===== src/design/fp_config.svh =====
// single-precision format parameters
// shared by the format and pipeline packages and both stages
`ifndef FP_CONFIG_SVH
`define FP_CONFIG_SVH

// exponent field width
`define FP_EXP_W 8

// fraction field width, hidden bit not included
`define FP_FRAC_W 23

// exponent bias
`define FP_BIAS 127

// guard, round and sticky bits kept below the lsb
`define FP_GRS_W 3

`endif


===== src/design/fp_format_pkg.sv =====
// ieee-754 single-precision number format
// float layout, rounding modes, exception flags and the canonical nan
`default_nettype none

package fp_format_pkg;

`include "fp_config.svh"

   typedef struct packed {
      logic                  sign;
      logic [`FP_EXP_W-1:0]  exp;
      logic [`FP_FRAC_W-1:0] frac;
   } float_t;

   // frm encodings, unlisted values behave as RNE
   typedef enum logic [2:0] {
      RNE = 3'd0,
      RTZ = 3'd1,
      RDN = 3'd2,
      RUP = 3'd3
   } rnd_mode_t;

   typedef struct packed {
      logic invalid;
      logic overflow;
      logic underflow;
      logic inexact;
   } fp_flags_t;

   // exponent value used by inf and nan
   localparam logic [`FP_EXP_W-1:0] EXP_ALL1 = '1;

   localparam logic [31:0] QNAN = 32'h7FC0_0000;

endpackage

`default_nettype wire


===== src/design/fp_pipe_pkg.sv =====
// add/sub pipeline transactions
// request, aligned intermediate and packed result
`default_nettype none

package fp_pipe_pkg;

`include "fp_config.svh"

   import fp_format_pkg::*;

   // carry + hidden bit + fraction + grs
   localparam int MANT_W = `FP_FRAC_W + 2 + `FP_GRS_W;

   typedef struct packed {
      float_t    a;
      float_t    b;
      logic      sub;
      rnd_mode_t frm;
   } op_req_t;

   typedef struct packed {
      logic                 sign;
      logic [`FP_EXP_W-1:0] exp;
      logic [MANT_W-1:0]    mant;
      rnd_mode_t            frm;
      // special_val is the final answer
      logic                 special;
      float_t               special_val;
      fp_flags_t            special_flags;
   } aligned_op_t;

   typedef struct packed {
      float_t    value;
      fp_flags_t flags;
   } fp_result_t;

endpackage

`default_nettype wire


===== src/design/fp_align_stage.sv =====
// add/sub align stage: unpacks, resolves special cases, aligns and
// adds or subtracts the mantissas into a registered aligned transaction
`timescale 1ns/1ps
`default_nettype none

`include "fp_config.svh"

module fp_align_stage (
   input  logic                     clk,
   input  logic                     arst_n,
   input  logic                     in_valid,
   output logic                     in_ready,
   input  fp_pipe_pkg::op_req_t     in_req,
   output logic                     out_valid,
   input  logic                     out_ready,
   output fp_pipe_pkg::aligned_op_t out_op
);
   import fp_format_pkg::*;
   import fp_pipe_pkg::*;

   // hidden bit + fraction + grs
   localparam int EXT_W = MANT_W - 1;

   float_t               a;
   float_t               b;
   float_t               lg;
   float_t               sm;
   logic                 a_zero;
   logic                 b_zero;
   logic                 a_inf;
   logic                 b_inf;
   logic                 a_nan;
   logic                 b_nan;
   logic                 any_snan;
   logic                 eff_sub;
   logic                 swap;
   logic [`FP_FRAC_W:0]  lg_sig;
   logic [`FP_FRAC_W:0]  sm_sig;
   logic [EXT_W-1:0]     lg_ext;
   logic [EXT_W-1:0]     sm_ext;
   logic [EXT_W-1:0]     sm_shift;
   logic [EXT_W-1:0]     keep_mask;
   logic [`FP_EXP_W-1:0] exp_diff;
   logic                 sticky;
   aligned_op_t          op_d;
   logic                 ready_en;

   always_comb begin
      a = in_req.a;
      b = in_req.b;
      // subtraction is addition with b negated
      b.sign = in_req.b.sign ^ in_req.sub;

      // subnormals count as zero
      a_zero   = (a.exp == '0);
      b_zero   = (b.exp == '0);
      a_inf    = (a.exp == EXP_ALL1) && (a.frac == '0);
      b_inf    = (b.exp == EXP_ALL1) && (b.frac == '0);
      a_nan    = (a.exp == EXP_ALL1) && (a.frac != '0);
      b_nan    = (b.exp == EXP_ALL1) && (b.frac != '0);
      any_snan = (a_nan && !a.frac[`FP_FRAC_W-1]) || (b_nan && !b.frac[`FP_FRAC_W-1]);
      eff_sub  = a.sign ^ b.sign;

      // larger magnitude goes first
      swap   = {b.exp, b.frac} > {a.exp, a.frac};
      lg     = swap ? b : a;
      sm     = swap ? a : b;
      lg_sig = ((swap ? b_zero : a_zero)) ? '0 : {1'b1, lg.frac};
      sm_sig = ((swap ? a_zero : b_zero)) ? '0 : {1'b1, sm.frac};
      lg_ext = {lg_sig, {`FP_GRS_W{1'b0}}};
      sm_ext = {sm_sig, {`FP_GRS_W{1'b0}}};

      exp_diff  = lg.exp - sm.exp;
      keep_mask = '1;
      if (exp_diff >= EXT_W) begin
         sm_shift = '0;
         sticky   = |sm_ext;
      end else begin
         sm_shift  = sm_ext >> exp_diff;
         keep_mask = {EXT_W{1'b1}} << exp_diff;
         sticky    = |(sm_ext & ~keep_mask);
      end
      // bits shifted out collapse into the sticky lsb
      sm_shift[0] = sm_shift[0] | sticky;

      op_d.sign          = lg.sign;
      op_d.exp           = lg.exp;
      op_d.mant          = eff_sub ? ({1'b0, lg_ext} - {1'b0, sm_shift})
                                   : ({1'b0, lg_ext} + {1'b0, sm_shift});
      op_d.frm           = in_req.frm;
      op_d.special       = 1'b0;
      op_d.special_val   = '0;
      op_d.special_flags = '0;

      if (a_nan || b_nan) begin
         op_d.special               = 1'b1;
         op_d.special_val           = QNAN;
         op_d.special_flags.invalid = any_snan;
      end else if (a_inf && b_inf && eff_sub) begin
         // inf - inf
         op_d.special               = 1'b1;
         op_d.special_val           = QNAN;
         op_d.special_flags.invalid = 1'b1;
      end else if (a_inf) begin
         op_d.special     = 1'b1;
         op_d.special_val = a;
      end else if (b_inf) begin
         op_d.special     = 1'b1;
         op_d.special_val = b;
      end else if (a_zero && b_zero) begin
         // opposite-signed zeros give +0, or -0 when rounding down
         op_d.special          = 1'b1;
         op_d.special_val.sign = (a.sign & b.sign) |
                                 ((in_req.frm == RDN) & (a.sign | b.sign));
      end
   end

   // held low until the first edge after reset
   assign in_ready = ready_en & (~out_valid | out_ready);

   always_ff @(posedge clk or negedge arst_n) begin
      if (!arst_n) begin
         ready_en  <= 1'b0;
         out_valid <= 1'b0;
      end else begin
         ready_en <= 1'b1;
         if (in_ready) begin
            out_valid <= in_valid;
         end
      end
   end

   always_ff @(posedge clk) begin
      if (in_valid && in_ready) begin
         out_op <= op_d;
      end
   end

endmodule

`default_nettype wire


===== src/design/fp_skid_buffer.sv =====
// two-entry valid/ready skid buffer with registered outputs and ready
`timescale 1ns/1ps
`default_nettype none

module fp_skid_buffer #(
   parameter type payload_t = logic [31:0]
) (
   input  logic     clk,
   input  logic     arst_n,
   input  logic     in_valid,
   output logic     in_ready,
   input  payload_t in_data,
   output logic     out_valid,
   input  logic     out_ready,
   output payload_t out_data
);

   logic     skid_valid;
   payload_t skid_data;
   logic     ready_q;
   logic     in_fire;
   logic     out_free;
   logic     skid_load;
   logic     skid_valid_d;

   assign in_ready = ready_q;
   assign in_fire  = in_valid & ready_q;
   // main register empties or drains this cycle
   assign out_free = ~out_valid | out_ready;

   // main stalled, so the incoming item parks in the skid entry
   assign skid_load    = in_fire & ~out_free;
   assign skid_valid_d = skid_load | (skid_valid & ~out_free);

   always_ff @(posedge clk or negedge arst_n) begin
      if (!arst_n) begin
         out_valid  <= 1'b0;
         skid_valid <= 1'b0;
         ready_q    <= 1'b0;
      end else begin
         if (out_free) begin
            out_valid <= skid_valid | in_fire;
         end
         skid_valid <= skid_valid_d;
         ready_q    <= ~skid_valid_d;
      end
   end

   always_ff @(posedge clk) begin
      // skid entry is older, so it drains first
      if (out_free && (skid_valid || in_fire)) begin
         out_data <= skid_valid ? skid_data : in_data;
      end
      if (skid_load) begin
         skid_data <= in_data;
      end
   end

endmodule

`default_nettype wire


===== src/design/fp_round_stage.sv =====
// add/sub round stage: normalizes, rounds per frm and packs
// the result with its exception flags, fully combinational
`timescale 1ns/1ps
`default_nettype none

`include "fp_config.svh"

module fp_round_stage (
   input  logic                     in_valid,
   output logic                     in_ready,
   input  fp_pipe_pkg::aligned_op_t in_op,
   output logic                     out_valid,
   input  logic                     out_ready,
   output fp_pipe_pkg::fp_result_t  out_res
);
   import fp_format_pkg::*;
   import fp_pipe_pkg::*;

   // hidden bit + fraction + grs after normalization
   localparam int NORM_W  = MANT_W - 1;
   localparam int LZ_W    = $clog2(NORM_W + 1);
   // largest finite biased exponent
   localparam int EXP_MAX = 2 * `FP_BIAS;

   logic [LZ_W-1:0]         lz;
   logic [NORM_W-1:0]       norm;
   logic signed [`FP_EXP_W+1:0] exp_n;
   logic signed [`FP_EXP_W+1:0] exp_r;
   logic [`FP_FRAC_W+1:0]   rounded;
   logic                    lsb;
   logic                    guard;
   logic                    rest;
   logic                    inexact;
   logic                    round_up;
   logic                    to_inf;

   // nothing is held here
   assign in_ready  = out_ready;
   assign out_valid = in_valid;

   // leading zeros below the carry bit, highest set bit wins
   always_comb begin
      lz = LZ_W'(NORM_W);
      for (int i = 0; i < NORM_W; i++) begin
         if (in_op.mant[i]) begin
            lz = LZ_W'(NORM_W - 1 - i);
         end
      end
   end

   always_comb begin
      if (in_op.mant[MANT_W-1]) begin
         // carry out, shift right by one and keep the sticky
         norm  = {in_op.mant[MANT_W-1:2], in_op.mant[1] | in_op.mant[0]};
         exp_n = $signed({2'b00, in_op.exp}) + 10'sd1;
      end else begin
         norm  = in_op.mant[NORM_W-1:0] << lz;
         exp_n = $signed({2'b00, in_op.exp}) - $signed({{(`FP_EXP_W + 2 - LZ_W){1'b0}}, lz});
      end

      lsb     = norm[`FP_GRS_W];
      guard   = norm[`FP_GRS_W-1];
      rest    = |norm[`FP_GRS_W-2:0];
      inexact = guard | rest;

      case (in_op.frm)
         RTZ:     round_up = 1'b0;
         RDN:     round_up = in_op.sign & inexact;
         RUP:     round_up = ~in_op.sign & inexact;
         // RNE and unlisted encodings, ties go to even
         default: round_up = guard & (rest | lsb);
      endcase

      rounded = {1'b0, norm[NORM_W-1:`FP_GRS_W]} + {{(`FP_FRAC_W + 1){1'b0}}, round_up};
      // mantissa carry bumps the exponent, fraction is already zero
      exp_r = exp_n + $signed({{(`FP_EXP_W + 1){1'b0}}, rounded[`FP_FRAC_W+1]});

      // overflow goes to inf only when rounding away from zero
      case (in_op.frm)
         RTZ:     to_inf = 1'b0;
         RDN:     to_inf = in_op.sign;
         RUP:     to_inf = ~in_op.sign;
         default: to_inf = 1'b1;
      endcase

      out_res.value.sign    = in_op.sign;
      out_res.value.exp     = exp_r[`FP_EXP_W-1:0];
      out_res.value.frac    = rounded[`FP_FRAC_W-1:0];
      out_res.flags         = '0;
      out_res.flags.inexact = inexact;

      if (in_op.special) begin
         out_res.value = in_op.special_val;
         out_res.flags = in_op.special_flags;
      end else if (in_op.mant == '0) begin
         // exact cancellation
         out_res.value      = '0;
         out_res.value.sign = (in_op.frm == RDN);
         out_res.flags      = '0;
      end else if (exp_r > EXP_MAX) begin
         out_res.value.exp      = to_inf ? EXP_ALL1 : (EXP_ALL1 - 1'b1);
         out_res.value.frac     = to_inf ? '0 : '1;
         out_res.flags.overflow = 1'b1;
         out_res.flags.inexact  = 1'b1;
      end else if (exp_r < 1) begin
         // flush to signed zero
         out_res.value.exp       = '0;
         out_res.value.frac      = '0;
         out_res.flags.underflow = 1'b1;
         out_res.flags.inexact   = 1'b1;
      end
   end

endmodule

`default_nettype wire


===== src/design/fp_addsub_top.sv =====
// pipelined single-precision adder/subtractor
// align stage, skid buffer, round stage, output skid buffer
`timescale 1ns/1ps
`default_nettype none

module fp_addsub_top (
   input  logic                    clk,
   input  logic                    arst_n,
   input  logic                    in_valid,
   output logic                    in_ready,
   input  fp_pipe_pkg::op_req_t    in_req,
   output logic                    out_valid,
   input  logic                    out_ready,
   output fp_pipe_pkg::fp_result_t out_res
);
   import fp_pipe_pkg::*;

   logic        al_valid;
   logic        al_ready;
   aligned_op_t al_op;
   logic        mid_valid;
   logic        mid_ready;
   aligned_op_t mid_op;
   logic        rnd_valid;
   logic        rnd_ready;
   fp_result_t  rnd_res;

   fp_align_stage align_i (
      .clk       (clk),
      .arst_n    (arst_n),
      .in_valid  (in_valid),
      .in_ready  (in_ready),
      .in_req    (in_req),
      .out_valid (al_valid),
      .out_ready (al_ready),
      .out_op    (al_op)
   );

   fp_skid_buffer #(
      .payload_t (aligned_op_t)
   ) mid_buf_i (
      .clk       (clk),
      .arst_n    (arst_n),
      .in_valid  (al_valid),
      .in_ready  (al_ready),
      .in_data   (al_op),
      .out_valid (mid_valid),
      .out_ready (mid_ready),
      .out_data  (mid_op)
   );

   fp_round_stage round_i (
      .in_valid  (mid_valid),
      .in_ready  (mid_ready),
      .in_op     (mid_op),
      .out_valid (rnd_valid),
      .out_ready (rnd_ready),
      .out_res   (rnd_res)
   );

   // absorbs output back-pressure
   fp_skid_buffer #(
      .payload_t (fp_result_t)
   ) out_buf_i (
      .clk       (clk),
      .arst_n    (arst_n),
      .in_valid  (rnd_valid),
      .in_ready  (rnd_ready),
      .in_data   (rnd_res),
      .out_valid (out_valid),
      .out_ready (out_ready),
      .out_data  (out_res)
   );

endmodule

`default_nettype wire


===== config.mk =====
export PLATFORM = sky130hd
export DESIGN_NAME = fp_addsub_top
export DESIGN_NICKNAME = d
export VERILOG_FILES = /design/src/design/fp_format_pkg.sv /design/src/design/fp_pipe_pkg.sv /design/src/design/fp_align_stage.sv /design/src/design/fp_skid_buffer.sv /design/src/design/fp_round_stage.sv /design/src/design/fp_addsub_top.sv
export VERILOG_INCLUDE_DIRS = /design/src /design/src/design
export SDC_FILE = /design/constraint.sdc
export NUM_CORES = 1
export LEC_CHECK = 0
export BUFFER_PORTS_ARGS = -buffer_cell sky130_fd_sc_hd__buf_2
export CAP_MARGIN = 20
export CORE_MARGIN = 8
export CORE_UTILIZATION = 40
export DETAILED_ROUTE_END_ITERATION = 10
export GPL_TIMING_DRIVEN = 0
export PLACE_DENSITY = 0.64
export REMOVE_ABC_BUFFERS = 1
export SYNTH_ARGS = -nofsm -noshare
export SYNTH_HDL_FRONTEND = slang
export SYNTH_SLANG_ARGS = --single-unit
export TNS_END_PERCENT = 5

===== constraint.sdc =====
create_clock -name clk -period 6.6 [get_ports clk]
set_clock_uncertainty 0.05 [all_clocks]
set_input_delay 0.33 -clock clk [delete_from_list [all_inputs] [get_ports clk]]
set_output_delay 0.33 -clock clk [all_outputs]
set_load 0.02 [all_outputs]

; Word level (Yosys, flattened, before mapping)
; Index checks and enable logic that the tools add are counted.
; W data, S select, Z words.
[word_totals]
reg_bits = 302
in_bits = 72
output_inout_bits = 38
wordCells = 196
[op_classes]
add_sub_neg = 7
magnitude_cmp = 4
eq_ne = 6
shifts = 3
mux = 60
bitwise = 37
reduce_logical = 30
[op_table]
columns = op, n
row1 = $mux W31, 5
row2 = $mux W5, 16
row3 = $mux W77, 1
row4 = $mux W36, 2
row5 = $mux W32, 2
row6 = $mux W27, 2
row7 = $mux W24, 2
row8 = $logic_not A23 Y1, 2
row9 = $reduce_bool A23 Y1, 2
row10 = $mux W4, 8
row11 = $gt A31 B31 Y1, 1
row12 = $add A27 B27 Y28, 1
row13 = $logic_not A28 Y1, 1
row14 = $mux W28, 1
row15 = $sub A27 B27 Y28, 1
row16 = $and A27 B27 Y27, 1
row17 = $not A27 Y27, 1
row18 = $reduce_or A27 Y1, 1
row19 = $shl A27 B5 Y27, 1
row20 = $shl A27 B8 Y27 const A, 1
row21 = $shr A27 B8 Y27, 1
row22 = $add A24 B1 Y25, 1
row23 = $reduce_or A24 Y1, 1
row24 = $mux W23, 1
row25 = other kinds (25), 91

; Depth between registers and ports, before layout
[depth]
ltp_word = 41
ltp_mapped = 40
mapped_depth_nobuf = 36

; By module
; Synthesis repeated with hierarchy kept, for this count alone.
[unflattened]
hier_cells = 2325
area_unflattened_um2 = 22778.1
[by_module_without_submodules]
columns = module, instances, cells_per_inst, area_each_um2, seq_area_each_um2
row1 = fp_align_stage, 1, 1319, 10114.7, 2272.2
row2 = fp_skid_buffer at mid_buf_i, 1, 251, 5753.0, 4699.5
row3 = fp_round_stage, 1, 632, 4042.6, 0.0
row4 = fp_skid_buffer at out_buf_i, 1, 123, 2867.8, 2237.1

; Worst setup path before layout
; No wires, ideal clock.
[synth_timing]
kind = input port to flip-flop
startpoint = input in_req[61] (netlist bit)
endpoint = register align_i.out_op[66] (netlist bit), data pin
setup_time_ns = 0.276
arrival_time_ns = 7.384
required_ns = 6.274
path_slack_ns = -1.111
stages = 36
path_buffers = 5
cell_sequence = clkbuf_1 inv_1 ha_1 nand4_1 nor4_1 and2b_1 o21a_1 buf_2 o21ai_0 and2_1 ha_1 o31a_1 or4_4 a41oi_2 buf_2 buf_1 o211a_1 a32oi_1 nor2_1 o21ai_0 ha_1 clkbuf_1 inv_1 o21a_1 o21ai_0 a21oi_1 o21ai_0 nand2b_1 a211oi_1 o41ai_1 a221oi_1 a21oi_1 o31a_1 o311a_1 a2111oi_1 xor2_1
[synth_rtl]
columns = element, line_no
row1 = "start, declared", fp_addsub_top.sv:11  ; input fp_pipe_pkg::op_req_t in_req,
row2 = "end signal, assigned", fp_align_stage.sv:135  ; out_op <= op_d;
row3 = "end, declared", fp_align_stage.sv:16  ; output fp_pipe_pkg::aligned_op_t out_op

==> impl_metrics.py <==
metrics = {
    "finish": {
        "layout_commonest_cell": "edfxtp_1",
        "synthToLayoutAreaGrowth_pct": 25.16,
        "final_nets": 2722,
        "antenna_cells": 0,
        "fill_cells": 4826,
        "fin_cells": 3271,
        "drive_gt1_share_pct": 28.82,
        "final_cell_mix": "edfxtp_1, nand2_1, buf_4, a21oi_1, nor2_1",
    },
    "placed_design": {
        "dp_hpwl_um": 48360,
        "io_buffers": 109,
        "globalplace.congestion": 0.9555,
        "placedCellCount": 3009,
    },
    "global_route": {
        "grt_pass1_wl_um": 109600,
        "grt_max_degree": 55,
        "overflow": 0,
        "antenna_found_initial": 0,
        "grt_pass1_vias": 19480,
        "grt_usage_pct": 21.30,
    },
    "worst_setup_path": {
        "crit_family": "compound AO/OA/AOI/OAI gates",
        "worstPathArrival_ns": 6.98,
        "critPathMaxFanout": 7,
        "crit_slowest_cell": "or4_4",
        "reg2regPathDepth": 28,
        "worst_path_most_repeated_cell": "a21oi_2",
        "crit_cells": 38,
        "crit_required_ns": 6.82,
        "slowest_delay_ns": 0.44,
        "worstSetupStartpointType": "input pin",
        "crit_type": "input pin to flip-flop",
        "cp-end-kind": "flip-flop",
        "cp.buffers_inverters": 4,
    },
    "floorplanning": {
        "core_um2": 54030,
        "dieArea_um2": 62530,
        "die_h_um": 250.1,
        "rows": 85,
        "ios": 110,
        "die_x_um": 250.1,
        "start_util_pct": 40.56,
    },
    "power": {
        "ir_drop_uv": 152.1,
        "power_leakage_nw": 10.29,
        "power.density_nw_per_um2": 265.9,
    },
    "cts": {
        "clockBufferDepth": 3,
        "insertion_delay_ns": 0.54,
        "cts_buffers": 29,
        "clock_sinks": 302,
        "htree_levels": 1,
        "cts_tree": "yes",
        "cts-root-buf": "clkbuf_16",
        "clk_pin_slew_worst_paths_ns": 0.06,
    },
    "synth": {
        "ys_types": 108,
        "yosysTopAreaCell": "edfxtp_1",
        "synthTopCellsByArea": "edfxtp_1, mux2_2, ha_1",
        "syn_avg_cell_area_um2": 9.523,
        "ys_seq_area_share_pct": 41.20,
        "ys_warn_count": 0,
        "ys_ff_latch": 302,
        "synth_area_um2": 21910,
        "synthCells": 2301,
        "synth_top_area_share_pct": 40.29,
        "async_flop_share_pct": 2.649,
        "synth-edff-count": 294,
        "synth_ff_type": "edfxtp_1",
    },
    "sta": {
        "finalMaxSlewViolations": 0,
        "slew_headroom_pct": 31.84,
        "min_period_over_period_pct": 102.4,
        "rsz0062_at_grt": "yes",
        "fin_ws_ns": -0.1613,
        "setup_viol": 11,
        "fmax_ghz": 0.1479,
        "hold_ws_ns": 0.04529,
        "hold_violations": 0,
        "min_period_ns": 6.761,
        "worst_pin_slew_ns": 1.022,
    },
    "drt": {
        "drtAntennaViolNets": 0,
        "wl_um": 70260,
        "vias_per_cell": 6.128,
        "drc": 0,
        "drt_iter0_drc": 2084,
        "dr.pass1.iters": 8,
        "drt-wirelength-per-cell_um": 21.48,
        "num_vias": 20040,
    },
    "run": {
        "drv_cap": 0,
    },
    "hold_path": {
        "holdCritPathClass": "input pin to flip-flop",
        "whs_path_depth": 1,
    },
    "run_status": {
        "outcome": "finished, violations left",
        "violations": "negative setup slack",
    },
}
-- sequential cells by signal (all words and copies together), names as in the netlist --
name,cells
align_i.out_valid,1
out_buf_i.in_ready,1
mid_buf_i.skid_data,74
align_i.out_op,74
align_i.ready_en,1
mid_buf_i.skid_valid,1
out_buf_i.skid_data,36
mid_buf_i.out_data,74
mid_buf_i.out_valid,1
out_buf_i.out_valid,1
out_buf_i.skid_valid,1
mid_buf_i.in_ready,1
out_buf_i.out_data,36
-- synth_stat cells, types with 26 or more instances --
cell type  instances
mux2i_1           42
a31oi_1           32
nand2b_1          33
a21oi_1          168
ha_1              93
inv_1            110
nor2_1           163
o21ai_0          162
nand3_1          100
nand4_1           39
xnor2_1           30
nor3_1            39
edfxtp_1         294
nor2b_1           26
mux2_2           123
nand2_1          209
o31ai_1           33
clkbuf_1         103
-- cell families (layout without fill, tap and decap cells) --
group                    count (synthesis)  count (layout)  synth area share, %
XOR/XNOR                                55              55                2.198
multiplexers                           179             179                9.644
AND/OR/NAND/NOR                        759             765                17.20
other                                    2              23              0.03427
buffers and inverters                  254             501                4.534
adder cells (fa/ha/maj)                 95              95                5.493
AO/OA/AOI/OAI                          655             655                19.70
flip-flops                             302             302                41.20
-- power by group --
group / leakage (nW) / switching (mW) / total (mW) / internal (mW)
sequential: 2.84 / 0.123 / 2.57 / 2.45
combinational: 7.02 / 1.87 / 3.13 / 1.27
clock: 0.439 / 0.672 / 1.59 / 0.919
-- area by class of cell --
cell class | count | area, µm² | share of cell area, %
multi-input cells | 1772 | 13330 | 48.60
inverters | 116 | 495.5 | 1.807
flip-flops and latches | 302 | 9034 | 32.94
repair inverters | 3 | 26.28 | 0.09580
clock buffers | 34 | 744.5 | 2.714
well taps | 696 | 870.8 | 3.175
repair buffers | 331 | 2765 | 10.08
clock inverters | 17 | 160.2 | 0.5839
-- stage by stage --
| stage | utilization [%] | power, mW | setup WS, ns | cell area (µm²) | setup TNS, ns |
|---|---|---|---|---|---|
| 6_report | 50.76 | 7.294 | -0.1613 | 27430 | -0.6529 |
| 5_1_grt | 50.76 | 7.650 | -0.3700 | 27430 | -8.722 |
| 4_1_cts | 49.83 | 7.164 | -0.001491 | 26920 | -0.001491 |
| 3_5_place_dp | 43.14 | 5.152 | -3.888 | 23310 | -269.63 |
| 3_3_place_gp | 42.30 | 5.062 | -5.331 | 22850 | -522.26 |
| 2_1_floorplan | - | 4.327 | -2.316 | 21430 | -110.55 |
-- repair_timing --
action	in CTS	in global routing
endpoints found under the setup margin	92	78
buffers inserted	164	32
pin swaps	111	54
resized for setup	316	60
hold buffers	4	0
hold endpoints to repair	11	0
cloned	9	1
-- per-layer routing --
layer	share of wire (%)	global-route usage [%]	up-vias
li1	-	-	9218
met1	40	26.90	9580
met2	47	35.73	1008
met3	7.4	2.920	238
met4	5.4	10.33	0
met5	0	0	-
-- worst reg2reg max path: cells and delay by family (launching register included) --
kind	cells	cell delay [ns]
multiplexers	1	0.28
adder cells (fa/ha/maj)	1	0.28
XOR/XNOR	1	0.16
buffers and inverters	4	0.69
AND/OR/NAND/NOR	12	2.73
flip-flops	1	0.43
AO/OA/AOI/OAI	9	1.74
-- final timing paths --
check,start,to,slack [ns]
max in group asynchronous,arst_n,mid_buf_i.skid_valid,6.20
min reg2reg,align_i.out_op[37],mid_buf_i.skid_data[37],0.39
max reg2reg,mid_buf_i.out_data[50],out_buf_i.out_data[12],-0.02
min in group asynchronous,arst_n,mid_buf_i.in_ready,0.11
min,in_req[1],align_i.out_op[38],0.05
max,in_req[60],align_i.out_op[65],-0.16
(Power assumes the default switching activity.)
